===== config.mk =====
export PLATFORM = sky130hd
export DESIGN_NAME = aluPipe
export DESIGN_NICKNAME = d
export VERILOG_FILES = /design/src/hw/aluPkg.sv /design/src/hw/operandStage.sv /design/src/hw/arithLogicUnit.sv /design/src/hw/arrayMultiplier.sv /design/src/hw/barrelShifter.sv /design/src/hw/resultStage.sv /design/src/hw/aluPipe.sv
export SDC_FILE = /design/constraint.sdc
export NUM_CORES = 1
export LEC_CHECK = 0
export BUFFER_PORTS_ARGS = -buffer_cell sky130_fd_sc_hd__clkbuf_2
export CAP_MARGIN = 20
export CORE_UTILIZATION = 24
export CTS_CLUSTER_DIAMETER = 50
export DETAILED_ROUTE_END_ITERATION = 10
export PLACE_DENSITY_LB_ADDON = 0.15
export SYNTH_ARGS = -nofsm -noshare
export SYNTH_HDL_FRONTEND = slang
export SYNTH_SLANG_ARGS = --single-unit

===== constraint.sdc =====
create_clock -name CLK -period 4.1 [get_ports CLK]
set_input_delay 0.82 -clock CLK [delete_from_list [all_inputs] [get_ports CLK]]
set_output_delay 0.82 -clock CLK [all_outputs]
set_load 0.01 [all_outputs]

===== src/hw/aluPkg.sv =====
// shared widths, encodings and bundles for the pipelined ALU
package aluPkg;

    // operand and result width
    localparam int dataWidth = 8;

    // shift amount field in DATA2
    // top bit set means an amount of 8 or more
    localparam int shiftAmtWidth = 4;

    // opcodes as seen in the request op field
    typedef enum logic [2:0] {
        opForward     = 3'd0,
        opAdd         = 3'd1,
        opAnd         = 3'd2,
        opOr          = 3'd3,
        opMult        = 3'd4,
        opShiftLeft   = 3'd5,
        opShiftRight  = 3'd6,
        opRotateRight = 3'd7
    } aluOp_e;

    // right shift mode from DATA2[7:6]
    // reserved code behaves as logical
    typedef enum logic [1:0] {
        modeLogical  = 2'd0,
        modeArith    = 2'd1,
        modeRotate   = 2'd2,
        modeReserved = 2'd3
    } shiftMode_e;

    // one operation as presented at the input strobe
    typedef struct packed {
        aluOp_e               op;
        logic [dataWidth-1:0] data1;
        logic [dataWidth-1:0] data2;
    } aluRequest_t;

    // registered answer
    typedef struct packed {
        logic [dataWidth-1:0] result;
        logic                 zero;
    } aluResult_t;

endpackage


===== src/hw/operandStage.sv =====
`timescale 1ns/10ps

// first pipeline register, operands in
module operandStage (
    input  logic                CLK,
    input  logic                rstN,
    input  logic                inValid,
    input  aluPkg::aluRequest_t request,
    output aluPkg::aluRequest_t heldRequest,
    output logic                heldValid
);

    // valid bit follows the input strobe every cycle
    // a low strobe becomes a bubble in stage two
    always_ff @(posedge CLK or negedge rstN)
    begin
        if (!rstN)
            heldValid <= 1'b0;
        else
            heldValid <= inValid;
    end

    // operands only captured on a strobe
    // held through bubbles
    always_ff @(posedge CLK)
    begin
        if (inValid)
            heldRequest <= request;
    end

endmodule


===== src/hw/arithLogicUnit.sv =====
`timescale 1ns/10ps

// forward, add, and, or plus the zero flag
module arithLogicUnit (
    input  logic [aluPkg::dataWidth-1:0] data1,
    input  logic [aluPkg::dataWidth-1:0] data2,
    output logic [aluPkg::dataWidth-1:0] forwardValue,
    output logic [aluPkg::dataWidth-1:0] sum,
    output logic [aluPkg::dataWidth-1:0] andValue,
    output logic [aluPkg::dataWidth-1:0] orValue,
    output logic                         sumZero
);

    // forward passes the second operand
    assign forwardValue = data2;

    // carry out dropped so the add wraps modulo 256
    assign sum = data1 + data2;

    // bitwise ops
    assign andValue = data1 & data2;
    assign orValue  = data1 | data2;

    // zero flag always from the adder
    // independent of the selected op
    // branch logic relies on this
    assign sumZero = (sum == '0);

endmodule


===== src/hw/arrayMultiplier.sv =====
`timescale 1ns/10ps

// shift-and-add array multiplier
// low half of the product only
module arrayMultiplier (
    input  logic [aluPkg::dataWidth-1:0] multiplicand,
    input  logic [aluPkg::dataWidth-1:0] multiplier,
    output logic [aluPkg::dataWidth-1:0] product
);

    // running sum after each row
    // entry 0 is the empty sum, last entry the product
    logic [aluPkg::dataWidth-1:0] rowSum [0:aluPkg::dataWidth];

    assign rowSum[0] = '0;

    // one row per multiplier bit
    for (genvar row = 0; row < aluPkg::dataWidth; row++)
    begin : gRow
        // gated multiplicand for this bit
        logic [aluPkg::dataWidth-1:0] gated;
        // gated value moved to its weight
        logic [aluPkg::dataWidth-1:0] partial;

        assign gated = multiplicand & {aluPkg::dataWidth{multiplier[row]}};

        // bits pushed past the top are lost here
        assign partial = gated << row;

        // row adder drops the carry out of bit 7
        assign rowSum[row+1] = rowSum[row] + partial;
    end

    // low eight bits of data1 * data2
    assign product = rowSum[aluPkg::dataWidth];

endmodule


===== src/hw/barrelShifter.sv =====
`timescale 1ns/10ps

// log barrel shifter for left shift, right shift and rotate
module barrelShifter (
    input  logic [aluPkg::dataWidth-1:0] data1,
    input  logic [aluPkg::dataWidth-1:0] shiftCtrl,
    input  aluPkg::aluOp_e               op,
    output logic [aluPkg::dataWidth-1:0] shifted
);

    logic [aluPkg::shiftAmtWidth-1:0] amount;
    // amount of 8 or more
    logic                             bigAmount;
    aluPkg::shiftMode_e               requestedMode;
    // mode after op overrides
    aluPkg::shiftMode_e               fillMode;
    logic                             shiftLeft;
    logic                             signBit;

    // per level outputs
    // entry 0 is the operand
    logic [aluPkg::dataWidth-1:0] stage [0:aluPkg::shiftAmtWidth-1];

    assign amount        = shiftCtrl[aluPkg::shiftAmtWidth-1:0];
    assign bigAmount     = amount[aluPkg::shiftAmtWidth-1];
    assign requestedMode = aluPkg::shiftMode_e'(shiftCtrl[aluPkg::dataWidth-1 -: 2]);
    assign shiftLeft     = (op == aluPkg::opShiftLeft);
    assign signBit       = data1[aluPkg::dataWidth-1];

    // rotate op ignores the mode field
    // left shift always zero fills
    always_comb
    begin
        if (op == aluPkg::opRotateRight)
            fillMode = aluPkg::modeRotate;
        else if (shiftLeft)
            fillMode = aluPkg::modeLogical;
        else
            fillMode = requestedMode;
    end

    assign stage[0] = data1;

    // three levels cover amounts 0..7
    for (genvar k = 0; k < aluPkg::shiftAmtWidth-1; k++)
    begin : gLevel
        // bits entering from the top on a right move
        logic [(1<<k)-1:0]            fillBits;
        logic [aluPkg::dataWidth-1:0] leftValue;
        logic [aluPkg::dataWidth-1:0] rightValue;

        always_comb
        begin
            case (fillMode)
                // wrapped low bits come back on top
                aluPkg::modeRotate: fillBits = stage[k][(1<<k)-1:0];
                // sign copies
                // msb unchanged through every level
                aluPkg::modeArith:  fillBits = {(1<<k){stage[k][aluPkg::dataWidth-1]}};
                // logical and reserved
                default:            fillBits = '0;
            endcase
        end

        assign leftValue  = {stage[k][aluPkg::dataWidth-1-(1<<k):0], {(1<<k){1'b0}}};
        assign rightValue = {fillBits, stage[k][aluPkg::dataWidth-1:(1<<k)]};

        // amount bit k moves by 2^k
        assign stage[k+1] = amount[k] ? (shiftLeft ? leftValue : rightValue) : stage[k];
    end

    // amounts of 8 or more
    // rotate just wraps on the low three bits
    always_comb
    begin
        if (!bigAmount || fillMode == aluPkg::modeRotate)
            shifted = stage[aluPkg::shiftAmtWidth-1];
        else if (fillMode == aluPkg::modeArith)
            shifted = {aluPkg::dataWidth{signBit}};
        else
            shifted = '0;
    end

endmodule


===== src/hw/resultStage.sv =====
`timescale 1ns/10ps

// result select and second pipeline register
module resultStage (
    input  logic                         CLK,
    input  logic                         rstN,
    input  logic                         heldValid,
    input  aluPkg::aluOp_e               op,
    input  logic [aluPkg::dataWidth-1:0] forwardValue,
    input  logic [aluPkg::dataWidth-1:0] sum,
    input  logic [aluPkg::dataWidth-1:0] andValue,
    input  logic [aluPkg::dataWidth-1:0] orValue,
    input  logic [aluPkg::dataWidth-1:0] product,
    input  logic [aluPkg::dataWidth-1:0] shifted,
    input  logic                         sumZero,
    output aluPkg::aluResult_t           response,
    output logic                         outValid
);

    // selected unit output for the held op
    logic [aluPkg::dataWidth-1:0] selected;

    // every opcode decoded
    always_comb
    begin
        unique case (op)
            aluPkg::opForward:     selected = forwardValue;
            aluPkg::opAdd:         selected = sum;
            aluPkg::opAnd:         selected = andValue;
            aluPkg::opOr:          selected = orValue;
            aluPkg::opMult:        selected = product;
            // all three shift ops share one shifter
            aluPkg::opShiftLeft,
            aluPkg::opShiftRight,
            aluPkg::opRotateRight: selected = shifted;
        endcase
    end

    // one pulse per request
    // two cycles after inValid
    always_ff @(posedge CLK or negedge rstN)
    begin
        if (!rstN)
            outValid <= 1'b0;
        else
            outValid <= heldValid;
    end

    // response zero out of reset
    // keeps its last value during bubbles
    always_ff @(posedge CLK or negedge rstN)
    begin
        if (!rstN)
        begin
            response <= '0;
        end
        else if (heldValid)
        begin
            response.result <= selected;
            response.zero   <= sumZero;
        end
    end

endmodule


===== src/hw/aluPipe.sv =====
`timescale 1ns/10ps

// two stage pipelined 8-bit ALU
module aluPipe (
    input  logic                CLK,
    input  logic                rstN,
    input  logic                inValid,
    input  aluPkg::aluRequest_t request,
    output logic                outValid,
    output aluPkg::aluResult_t  response
);

    // stage one outputs
    aluPkg::aluRequest_t heldRequest;
    logic                heldValid;

    // unit results
    logic [aluPkg::dataWidth-1:0] forwardValue;
    logic [aluPkg::dataWidth-1:0] sum;
    logic [aluPkg::dataWidth-1:0] andValue;
    logic [aluPkg::dataWidth-1:0] orValue;
    logic [aluPkg::dataWidth-1:0] product;
    logic [aluPkg::dataWidth-1:0] shifted;
    logic                         sumZero;

    operandStage operandStage_inst (
        .CLK         (CLK),
        .rstN        (rstN),
        .inValid     (inValid),
        .request     (request),
        .heldRequest (heldRequest),
        .heldValid   (heldValid)
    );

    // units all combinational, work off the held operands
    arithLogicUnit arithLogicUnit_inst (
        .data1        (heldRequest.data1),
        .data2        (heldRequest.data2),
        .forwardValue (forwardValue),
        .sum          (sum),
        .andValue     (andValue),
        .orValue      (orValue),
        .sumZero      (sumZero)
    );

    arrayMultiplier arrayMultiplier_inst (
        .multiplicand (heldRequest.data1),
        .multiplier   (heldRequest.data2),
        .product      (product)
    );

    // DATA2 carries both amount and mode
    barrelShifter barrelShifter_inst (
        .data1     (heldRequest.data1),
        .shiftCtrl (heldRequest.data2),
        .op        (heldRequest.op),
        .shifted   (shifted)
    );

    resultStage resultStage_inst (
        .CLK          (CLK),
        .rstN         (rstN),
        .heldValid    (heldValid),
        .op           (heldRequest.op),
        .forwardValue (forwardValue),
        .sum          (sum),
        .andValue     (andValue),
        .orValue      (orValue),
        .product      (product),
        .shifted      (shifted),
        .sumZero      (sumZero),
        .response     (response),
        .outValid     (outValid)
    );

endmodule


# [Word-level counts from Yosys, hierarchy flattened]
# Index checks and enable logic that the tools add are counted.
[totals] inputBits=22 out_inout_bits=10 wordCells=53 reg_bits=30
[classes] n_mux=14 eq_ne=9 bitwise_logic=10 addsub=8 n_reduce_logical=5
[op_table] op="8-bit adder" n=8
[op_table] op="8-bit two-way mux" n=8
[op_table] op="8-bit case mux with 6 select lines" n=1
[op_table] op="8-bit AND" n=2
[op_table] op="3-bit == test, second input constant" n=4
[op_table] op="8-bit zero test" n=1
[op_table] op="8-bit bitwise OR" n=1
[op_table] op="4-bit case mux with 2 select lines" n=1
[op_table] op="7-bit AND" n=1
[op_table] op="6-bit AND" n=1
[op_table] op="3-bit by 2-bit == test with 1-bit output, second input constant" n=2
[op_table] op="5-bit AND" n=1
[op_table] op="4-bit AND" n=1
[op_table] op="2-bit two-way mux" n=2
[op_table] op="2-bit case mux with 2 select lines" n=1
[op_table] op="3-bit AND" n=1
[op_table] op="3-bit by 1-bit == test with 1-bit output, second input constant" n=1
[op_table] op="3-bit zero test" n=1
[op_table] op="3-bit OR reduction" n=1
[op_table] op="2-bit AND" n=1
[op_table] op="2-bit by 1-bit == test with 1-bit output, second input constant" n=1
[op_table] op="2-bit == test, second input constant" n=1
[op_table] op="1-bit case mux with 2 select lines" n=1
[op_table] op="1-bit AND" n=1
[op_table] op="other kinds (2)" n=2

# [Logic depth before layout (Yosys ltp)]
# Gate-level depths: netlist (run 1).
[depth] word_depth=15 depth_mapped=18

# [By module]
# A second synthesis (run 1) with hierarchy kept.
[unflattened] hier_cells=436 area_unflattened_um2=3802.4
[by_module_without_submodules] mod="resultStage" cells_each=114 instances=1 area_each_um2=919.6 seq_area_each_um2=250.2
[by_module_without_submodules] mod="barrelShifter" cells_each=132 instances=1 area_each_um2=855.8 seq_area_each_um2=0.0
[by_module_without_submodules] mod="arrayMultiplier" cells_each=88 instances=1 area_each_um2=780.7 seq_area_each_um2=0.0
[by_module_without_submodules] mod="arithLogicUnit" cells_each=82 instances=1 area_each_um2=650.6 seq_area_each_um2=0.0
[by_module_without_submodules] mod="operandStage" cells_each=20 instances=1 area_each_um2=595.6 seq_area_each_um2=595.6

# [Worst setup path after synthesis (run 1)]
# Ideal clock, no wire load.
[synth_path] path_kind="reg2reg" from="register, netlist name operandStage_inst.heldRequest[1]" to="register, netlist name resultStage_inst.response[8]" path_slack_ps=-312 path_stages_with_launch=18 t_required_ps=3963 setup_time_ps=137 arrival_time_ps=4275 cell_sequence="edfxtp_1 -> clkbuf_1 -> clkbuf_1 -> nand2_1 -> fa_1 -> inv_1 -> fa_1 -> fa_1 -> ha_1 -> ha_1 -> inv_1 -> fa_1 -> xnor2_1 -> xnor2_1 -> xnor2_1 -> xnor2_1 -> a221oi_1 -> a221oi_2"
[synth_via] elab_chain_len=9 elab_cells_between_ends=15 cone_classes="8 x add/sub; 6 x mux; 1 x bitwise"
[synth_lines] element="7-bit AND" line="arrayMultiplier.sv:25" rtl="assign gated = multiplicand & {aluPkg::dataWidth{multiplier[row]}};"
[synth_lines] element="8-bit adder (7 in series)" line="arrayMultiplier.sv:31" rtl="assign rowSum[row+1] = rowSum[row] + partial;"
[synth_lines] element="8-bit case mux with 6 select lines *" line="resultStage.sv:26" rtl="unique case (op)"
# Every way passes the cells marked *; elsewhere a longest branch is shown, timed or not.
# A chain may end at the register's enable or synchronous reset.

# [Worst setup path in the final report (run 1)]
[layout_path] from="register, netlist name operandStage_inst.heldRequest[10]" to="register, netlist name resultStage_inst.response[8]"
[layout_via] elab_chain_len=10 elab_cells_between_ends=24 cone_classes="8 x add/sub; 10 x mux; 6 x bitwise"
[layout_lines] element="parallel branches: the longest is 9 deep, another holds 8-bit adder"
[layout_lines] element="8-bit case mux with 6 select lines *" line="resultStage.sv:26"
# Mark *: on every way between the ends.

==> flow_summary.json, run 1 <==
{
  "die_y_um": 120,
  "setup_violations": 1,
  "cts_tree": "built",
  "core_um2": 13500,
  "r2r_slack_ns": -0.03,
  "grt_usage_pct": 18.2,
  "die_x_um": 120,
  "drtPass1Iterations": 5,
  "ys_seq_area_share_pct": 25.2,
  "start_util_pct": 25.0,
  "status": "finished with violations",
  "grt_max_degree": 32,
  "drive_gt1_share_pct": 21.8,
  "yosys.cell_types.count": 61,
  "postRouteAntennaNets": 0,
  "synthTopCellsByArea": "edfxtp_1, ha_1, fa_1, dfrtp_1, a21oi_1",
  "io_buffers": 31,
  "holdCritPathClass": "input pin to async pin",
  "cts.clk_slew.worst_paths_ns": 0.05,
  "tightest_slew_ns": 0.841,
  "ys.flop_type": "edfxtp_1",
  "rsz0062_at_grt": "yes",
  "vias": 3275,
  "max-cap-violations": 0,
  "violations": "negative setup slack",
  "finalCritPeriodShare_pct": 101,
  "cts_hold_buffers": 0,
  "synthesis.instances": 411,
  "synth_top_area_share_pct": 17.0,
  "min_period_ns": 4.13,
  "totalWireLength_um": 12700,
  "slew_headroom_pct": 44.0,
  "via_per_inst": 5.05,
  "crit_path_start_kind": "register",
  "fin_worst_skew_ns": 0.00241,
  "grt-ovfl-total": 0,
  "top_layer": "met4",
  "fmax_mhz": 242,
  "rows": 42,
  "async_reset_ff_share_pct": 36.7,
  "place_hpwl_um": 9950,
  "stdcell_area_um2": 4160,
  "cts-buffers-inserted": 5,
  "antenna_found_initial": 0,
  "cp.arrival_ns": 4.26,
  "cp-end-kind": "register",
  "placed_cells": 634,
  "max-clock-path-buffers": 2,
  "critical_path_class": "register to register",
  "clk_latency_ns": 0.28,
  "fin_tns_setup_ns": -0.0349,
  "io_pins": 32,
  "netlist_top_cells_count": "inv_1, nand2_1, a21oi_1, nor2_1, ha_1",
  "dpl_cell_area_um2": 3940,
  "met1_length_um": 5500,
  "required_ns": 4.23,
  "vdd_drop_max_uv": 215,
  "leakage_nw": 1.84,
  "finalHoldViolations": 0,
  "power-per-cell-area_nw_per_um2": 366,
  "diodes": 0,
  "synth.avg_cell_area_um2": 8.17,
  "yosys_warnings": 0,
  "drc": 0,
  "area_growth_syn_to_layout_pct": 23.7,
  "synth_edf_count": 19,
  "grt_first_pass_wirelength_um": 19400,
  "wl_per_cell_um": 19.6,
  "gp_congestion": 0.869,
  "grt_pass1_vias": 3274,
  "route.met2.wl_um": 6200,
  "wl_met3_um": 671,
  "dieArea_um2": 14500,
  "synthesis.nets": 476,
  "final_cell_count_no_fill": 649,
  "yosysTopAreaCell": "edfxtp_1",
  "clock-sinks": 30,
  "ys_ff_latch": 30,
  "drt_iter0_drc": 220,
  "syn_area_um2": 3360,
  "root_buffer": "clkbuf_16",
  "report.final.slew_viol_count": 0,
  "cts_max_level": 2,
  "worstPathMaxFanout": 5,
  "finalWorstSetupSlack_ns": -0.0349,
  "final_nets": 537
}
[report_power, final]
part	switching, mW	internal [mW]
logic	0.437	0.324
clock network	0.136	0.222
registers	0.0385	0.363
total	0.611	0.909
[logic make-up after synthesis]
family          count (synthesis)  share of synthesized area [%]
compound gates                126                           24.5
simple gates                  118                           15.8
buf+inv                        70                           8.20
fa+ha+maj                      43                           19.4
flops                          30                           25.2
xor+xnor                       20                           5.22
mux                             4                           1.68
[flip-flops by register name, summed over array words and instances, names as in the netlist]
signal	cells
resultStage_inst.outValid	1
resultStage_inst.response	9
operandStage_inst.heldValid	1
operandStage_inst.heldRequest	19
[placed cells by master (no fill, tap or decap), types with 7 or more instances in the layout]
master    Yosys  final
nand2_1      45     45
buf_4         0     45
inv_1        45     40
nor2_1       36     36
a21oi_1      36     36
clkbuf_2      0     31
ha_1         28     26
o21ai_0      25     25
edfxtp_1     19     19
xnor2_1      14     13
fa_1         15     13
dfrtp_1      11     11
nand3_1       8      8
nor3_1        7      7
[repair_timing]
item,4_1_cts,5_1_grt
endpoints found under the setup margin,1,2
resized for setup,8,2
cloned,0,0
pin swaps,5,13
buffers inserted,4,3
[worst max-delay path, stage by stage, from the launching register on]
cell and delay (ns):
edfxtp_1 0.49, inv_1 0.13, nor2_1 0.06, fa_1 0.47
inv_1 0.05, fa_1 0.50, fa_1 0.54, inv_1 0.04
ha_1 0.27, inv_1 0.06, fa_2 0.40, xnor2_2 0.14
xnor2_1 0.19, xnor2_1 0.16, xnor2_1 0.11, a221oi_2 0.26
a221oi_2 0.10
[metrics by stage]
stage	utilization (%)	worst slack (ns)	total power [mW]	hold WS (ns)
2_1_floorplan	-	0.00771	0.884	0.431
3_3_place_gp	29.3	-0.0546	1.15	0.498
3_5_place_dp	29.3	-0.0575	1.15	0.499
4_1_cts	30.7	-0.0622	1.53	0.426
5_1_grt	30.9	-0.244	1.62	0.445
6_report	30.9	-0.0349	1.52	0.416
[path summary, 6_finish.rpt]
check / from / endpoint / cells past startpoint
worst max-delay path: operandStage_inst.heldRequest[10] / resultStage_inst.response[8] / 16
worst min-delay path: rstN / resultStage_inst.response[2] / 1
worst max register to register: operandStage_inst.heldRequest[10] / resultStage_inst.response[8] / 16
worst min register to register: resultStage_inst.response[2] / resultStage_inst.response[2] / 1
max in group asynchronous: rstN / resultStage_inst.outValid / 1
min in group CLK: resultStage_inst.response[2] / resultStage_inst.response[2] / 1
[area by class of cell]
cell class	count	area, µm²
sequential	30	846
inverter	46	173
fill	1450	9300
timing repair buffer	78	515
tap	176	220
multi-input combinational	311	2260
clock inverter	2	8.76
clock buffer	6	129
[metal layers]
layer	vias to the layer above	global-route usage [%]
met5	-	0
li1	1579	-
met3	17	3.35
met2	112	30.2
met4	0	8.02
met1	1567	23.0
Power figures use the tool's default switching activity.
==> inputs of run 2 (changes only) <==
Settings changed: CORE_ASPECT_RATIO from default to 1.4.
==> run 2 against run 1 <==
The flow still finishes with violations (negative setup slack). First-iteration DRC count increased by 24%. Clock-buffer cell count increased by 1. Power increased by 3.3%. Worst setup slack got worse by 0.048 ns. Global-route usage decreased by 0.10 points. Clock power increased by 5%. Flip-flop and latch count unchanged. Critical path depth increased by 1. Die area about the same. Critical endpoint unchanged. Largest cell class unchanged. Largest power group unchanged.
==> flow_summary.json, run 2 (synthesis results as in run 1) <==
{
  "status": "finished with violations",
  "violations": "negative setup slack",
  "largest_register_ffs": 19,
  "io_buffers": 31,
  "cp-startpoint": "operandStage_inst.heldRequest[8]",
  "finalCritPeriodShare_pct": 102,
  "mostFrequentLayoutCells": "buf_4, nand2_1, inv_1",
  "r2r_start": "operandStage_inst.heldRequest[8]",
  "io_pins": 32,
  "fillers": 1493,
  "fin_worst_skew_ns": 0.00353,
  "r2r_cells": 17,
  "layout_commonest_cell": "buf_4",
  "cts_max_level": 2,
  "postRouteAntennaNets": 0,
  "grt.met3_usage_pct": 1.38,
  "die_x_um": 102,
  "totalWireLength_um": 12500,
  "cp-end-kind": "register",
  "crit_buf_inv": 4,
  "rsz0062_at_grt": "yes",
  "cpMaxStageDelayCell": "fa_1",
  "holdWs_ns": 0.407,
  "critical_path_class": "register to register",
  "crit_path_start_kind": "register",
  "fin_tns_setup_ns": -0.0827,
  "gp_congestion": 0.958,
  "grt_max_degree": 32,
  "stdcell_area_um2": 4200,
  "antenna_found_initial": 0,
  "r2r_slack_ns": -0.08,
  "regArea_um2": 846,
  "timing.rr.end": "resultStage_inst.response[8]",
  "cts.clk_slew.worst_paths_ns": 0.05,
  "via_per_inst": 5.07,
  "drc": 0,
  "setup_violations": 1,
  "intPower_mw": 0.950,
  "worstPathMaxFanout": 4,
  "swShare_pct": 39.5,
  "required_ns": 4.23,
  "clock-sinks": 30,
  "report.final.slew_viol_count": 0,
  "clock_power_share_pct": 23.9,
  "start_util_pct": 24.9,
  "total_power_mw": 1.57,
  "slew_headroom_pct": 46.5,
  "grt_first_pass_wirelength_um": 19200,
  "multi_input_area_um2": 2270,
  "grt_use_met1_pct": 21.6,
  "crit_family": "adder cells",
  "leakage_nw": 1.86,
  "cts-buffers-inserted": 5,
  "clk_latency_ns": 0.28,
  "root_buffer": "clkbuf_16",
  "drtPass1Iterations": 5,
  "area_growth_syn_to_layout_pct": 25.1,
  "max-clock-path-buffers": 2,
  "drive_gt1_share_pct": 22.2,
  "rows": 50,
  "final_cell_count_no_fill": 659,
  "max-cap-violations": 0,
  "wl_per_cell_um": 19.0,
  "place_hpwl_um": 9820,
  "seq_power_share_pct": 25.3,
  "p_comb_share_pct": 50.8,
  "final_nets": 541,
  "largestRegisters": "operandStage_inst.heldRequest: 19 flops, resultStage_inst.response: 9 flops",
  "drt_iter0_drc": 272,
  "switching_power_mw": 0.621,
  "cp.arrival_ns": 4.31,
  "grt_usage_pct": 18.1,
  "grt.met2_usage_pct": 32.4,
  "vdd_drop_max_uv": 167,
  "finalHoldViolations": 0,
  "placed_cells": 642,
  "diodes": 0,
  "dieArea_um2": 14500,
  "finalWorstSetupSlack_ns": -0.0827,
  "core_um2": 13500,
  "holdCritPathClass": "input pin to async pin",
  "die_y_um": 142,
  "largest_register": "operandStage_inst.heldRequest",
  "power-per-cell-area_nw_per_um2": 374,
  "dpl_cell_area_um2": 3970,
  "grt_pass1_vias": 3361,
  "busiest_layer": "met2",
  "cts_tree": "built",
  "worstPathCellList": "buf_4, nand2_1, fa_1, inv_1, fa_1, fa_1, ha_1, ha_1, inv_1, fa_2, xnor2_2, xnor2_1, xnor2_1, xnor2_1, buf_4, a221oi_2, a221oi_2",
  "vias": 3339,
  "cts_hold_buffers": 0,
  "min_period_ns": 4.18,
  "fmax_mhz": 239,
  "cpPeakStageDelay_ns": 0.51,
  "grt-ovfl-total": 0,
  "tightest_slew_ns": 0.802
}
run 2: cell type report:
class | instances | share of cell area, %
inverter | 46 | 4.17
sequential | 30 | 20.1
clock buffer | 7 | 3.39
multi-input combinational | 311 | 54.0
clock inverter | 1 | 0.119
timing repair buffer | 82 | 12.8
tap | 182 | 5.42
run 2: how the worst max path moves through the flow:
stage                     depth (start not counted)  slack (ns)                            to
after CTS                                        17       -0.18  resultStage_inst.response[8]
after floorplan                                  16       0.008  resultStage_inst.response[8]
after global placement                           16       -0.20  resultStage_inst.response[8]
after global routing                             17       -0.31  resultStage_inst.response[8]
final                                            17       -0.08  resultStage_inst.response[8]
after detailed placement                         16       -0.23  resultStage_inst.response[8]
run 2: timing repair:
| item | 4_1_cts | 5_1_grt |
|---|---|---|
| setup buffers | 7 | 2 |
| pin swaps | 4 | 5 |
| cloned | 0 | 0 |
| endpoints found under the setup margin | 1 | 2 |
| gates resized for setup | 3 | 4 |
run 2: metrics by stage:
step                      setup slack, ns  utilization [%]
after global routing               -0.308             31.1
after detailed placement           -0.229             29.3
after CTS                          -0.179             30.9
after global placement             -0.200             29.3
after floorplan                   0.00771                -
final                             -0.0827             31.1
run 2: per-layer routing:
layer / vias up / part of all wire (%)
li1: 1579 / -
met1: 1602 / 39
met2: 131 / 53
met3: 27 / 3.9
met4: 0 / 3.9
met5: - / 0
run 2: power by group through the flow:
| stage | clock [mW] | sequential [mW] | combinational [mW] |
|---|---|---|---|
| after global routing | 0.396 | 0.402 | 0.884 |
| after detailed placement | 0 | 0.404 | 0.790 |
| after global placement | 0 | 0.404 | 0.790 |
| after floorplan | 0 | 0.406 | 0.478 |
| after CTS | 0.387 | 0.398 | 0.804 |
| final | 0.375 | 0.398 | 0.798 |
run 2: worst register-to-register path: cells and delay by family, from the launching register on:
kind,cells,cell delay (ns)
AOI/OAI and AO/OA,2,0.35
xor gates and xnor gates,4,0.55
adders and majority gates,6,2.26
buffers and inverters,4,0.39
DFF,1,0.42
and+or+nand+nor,1,0.06
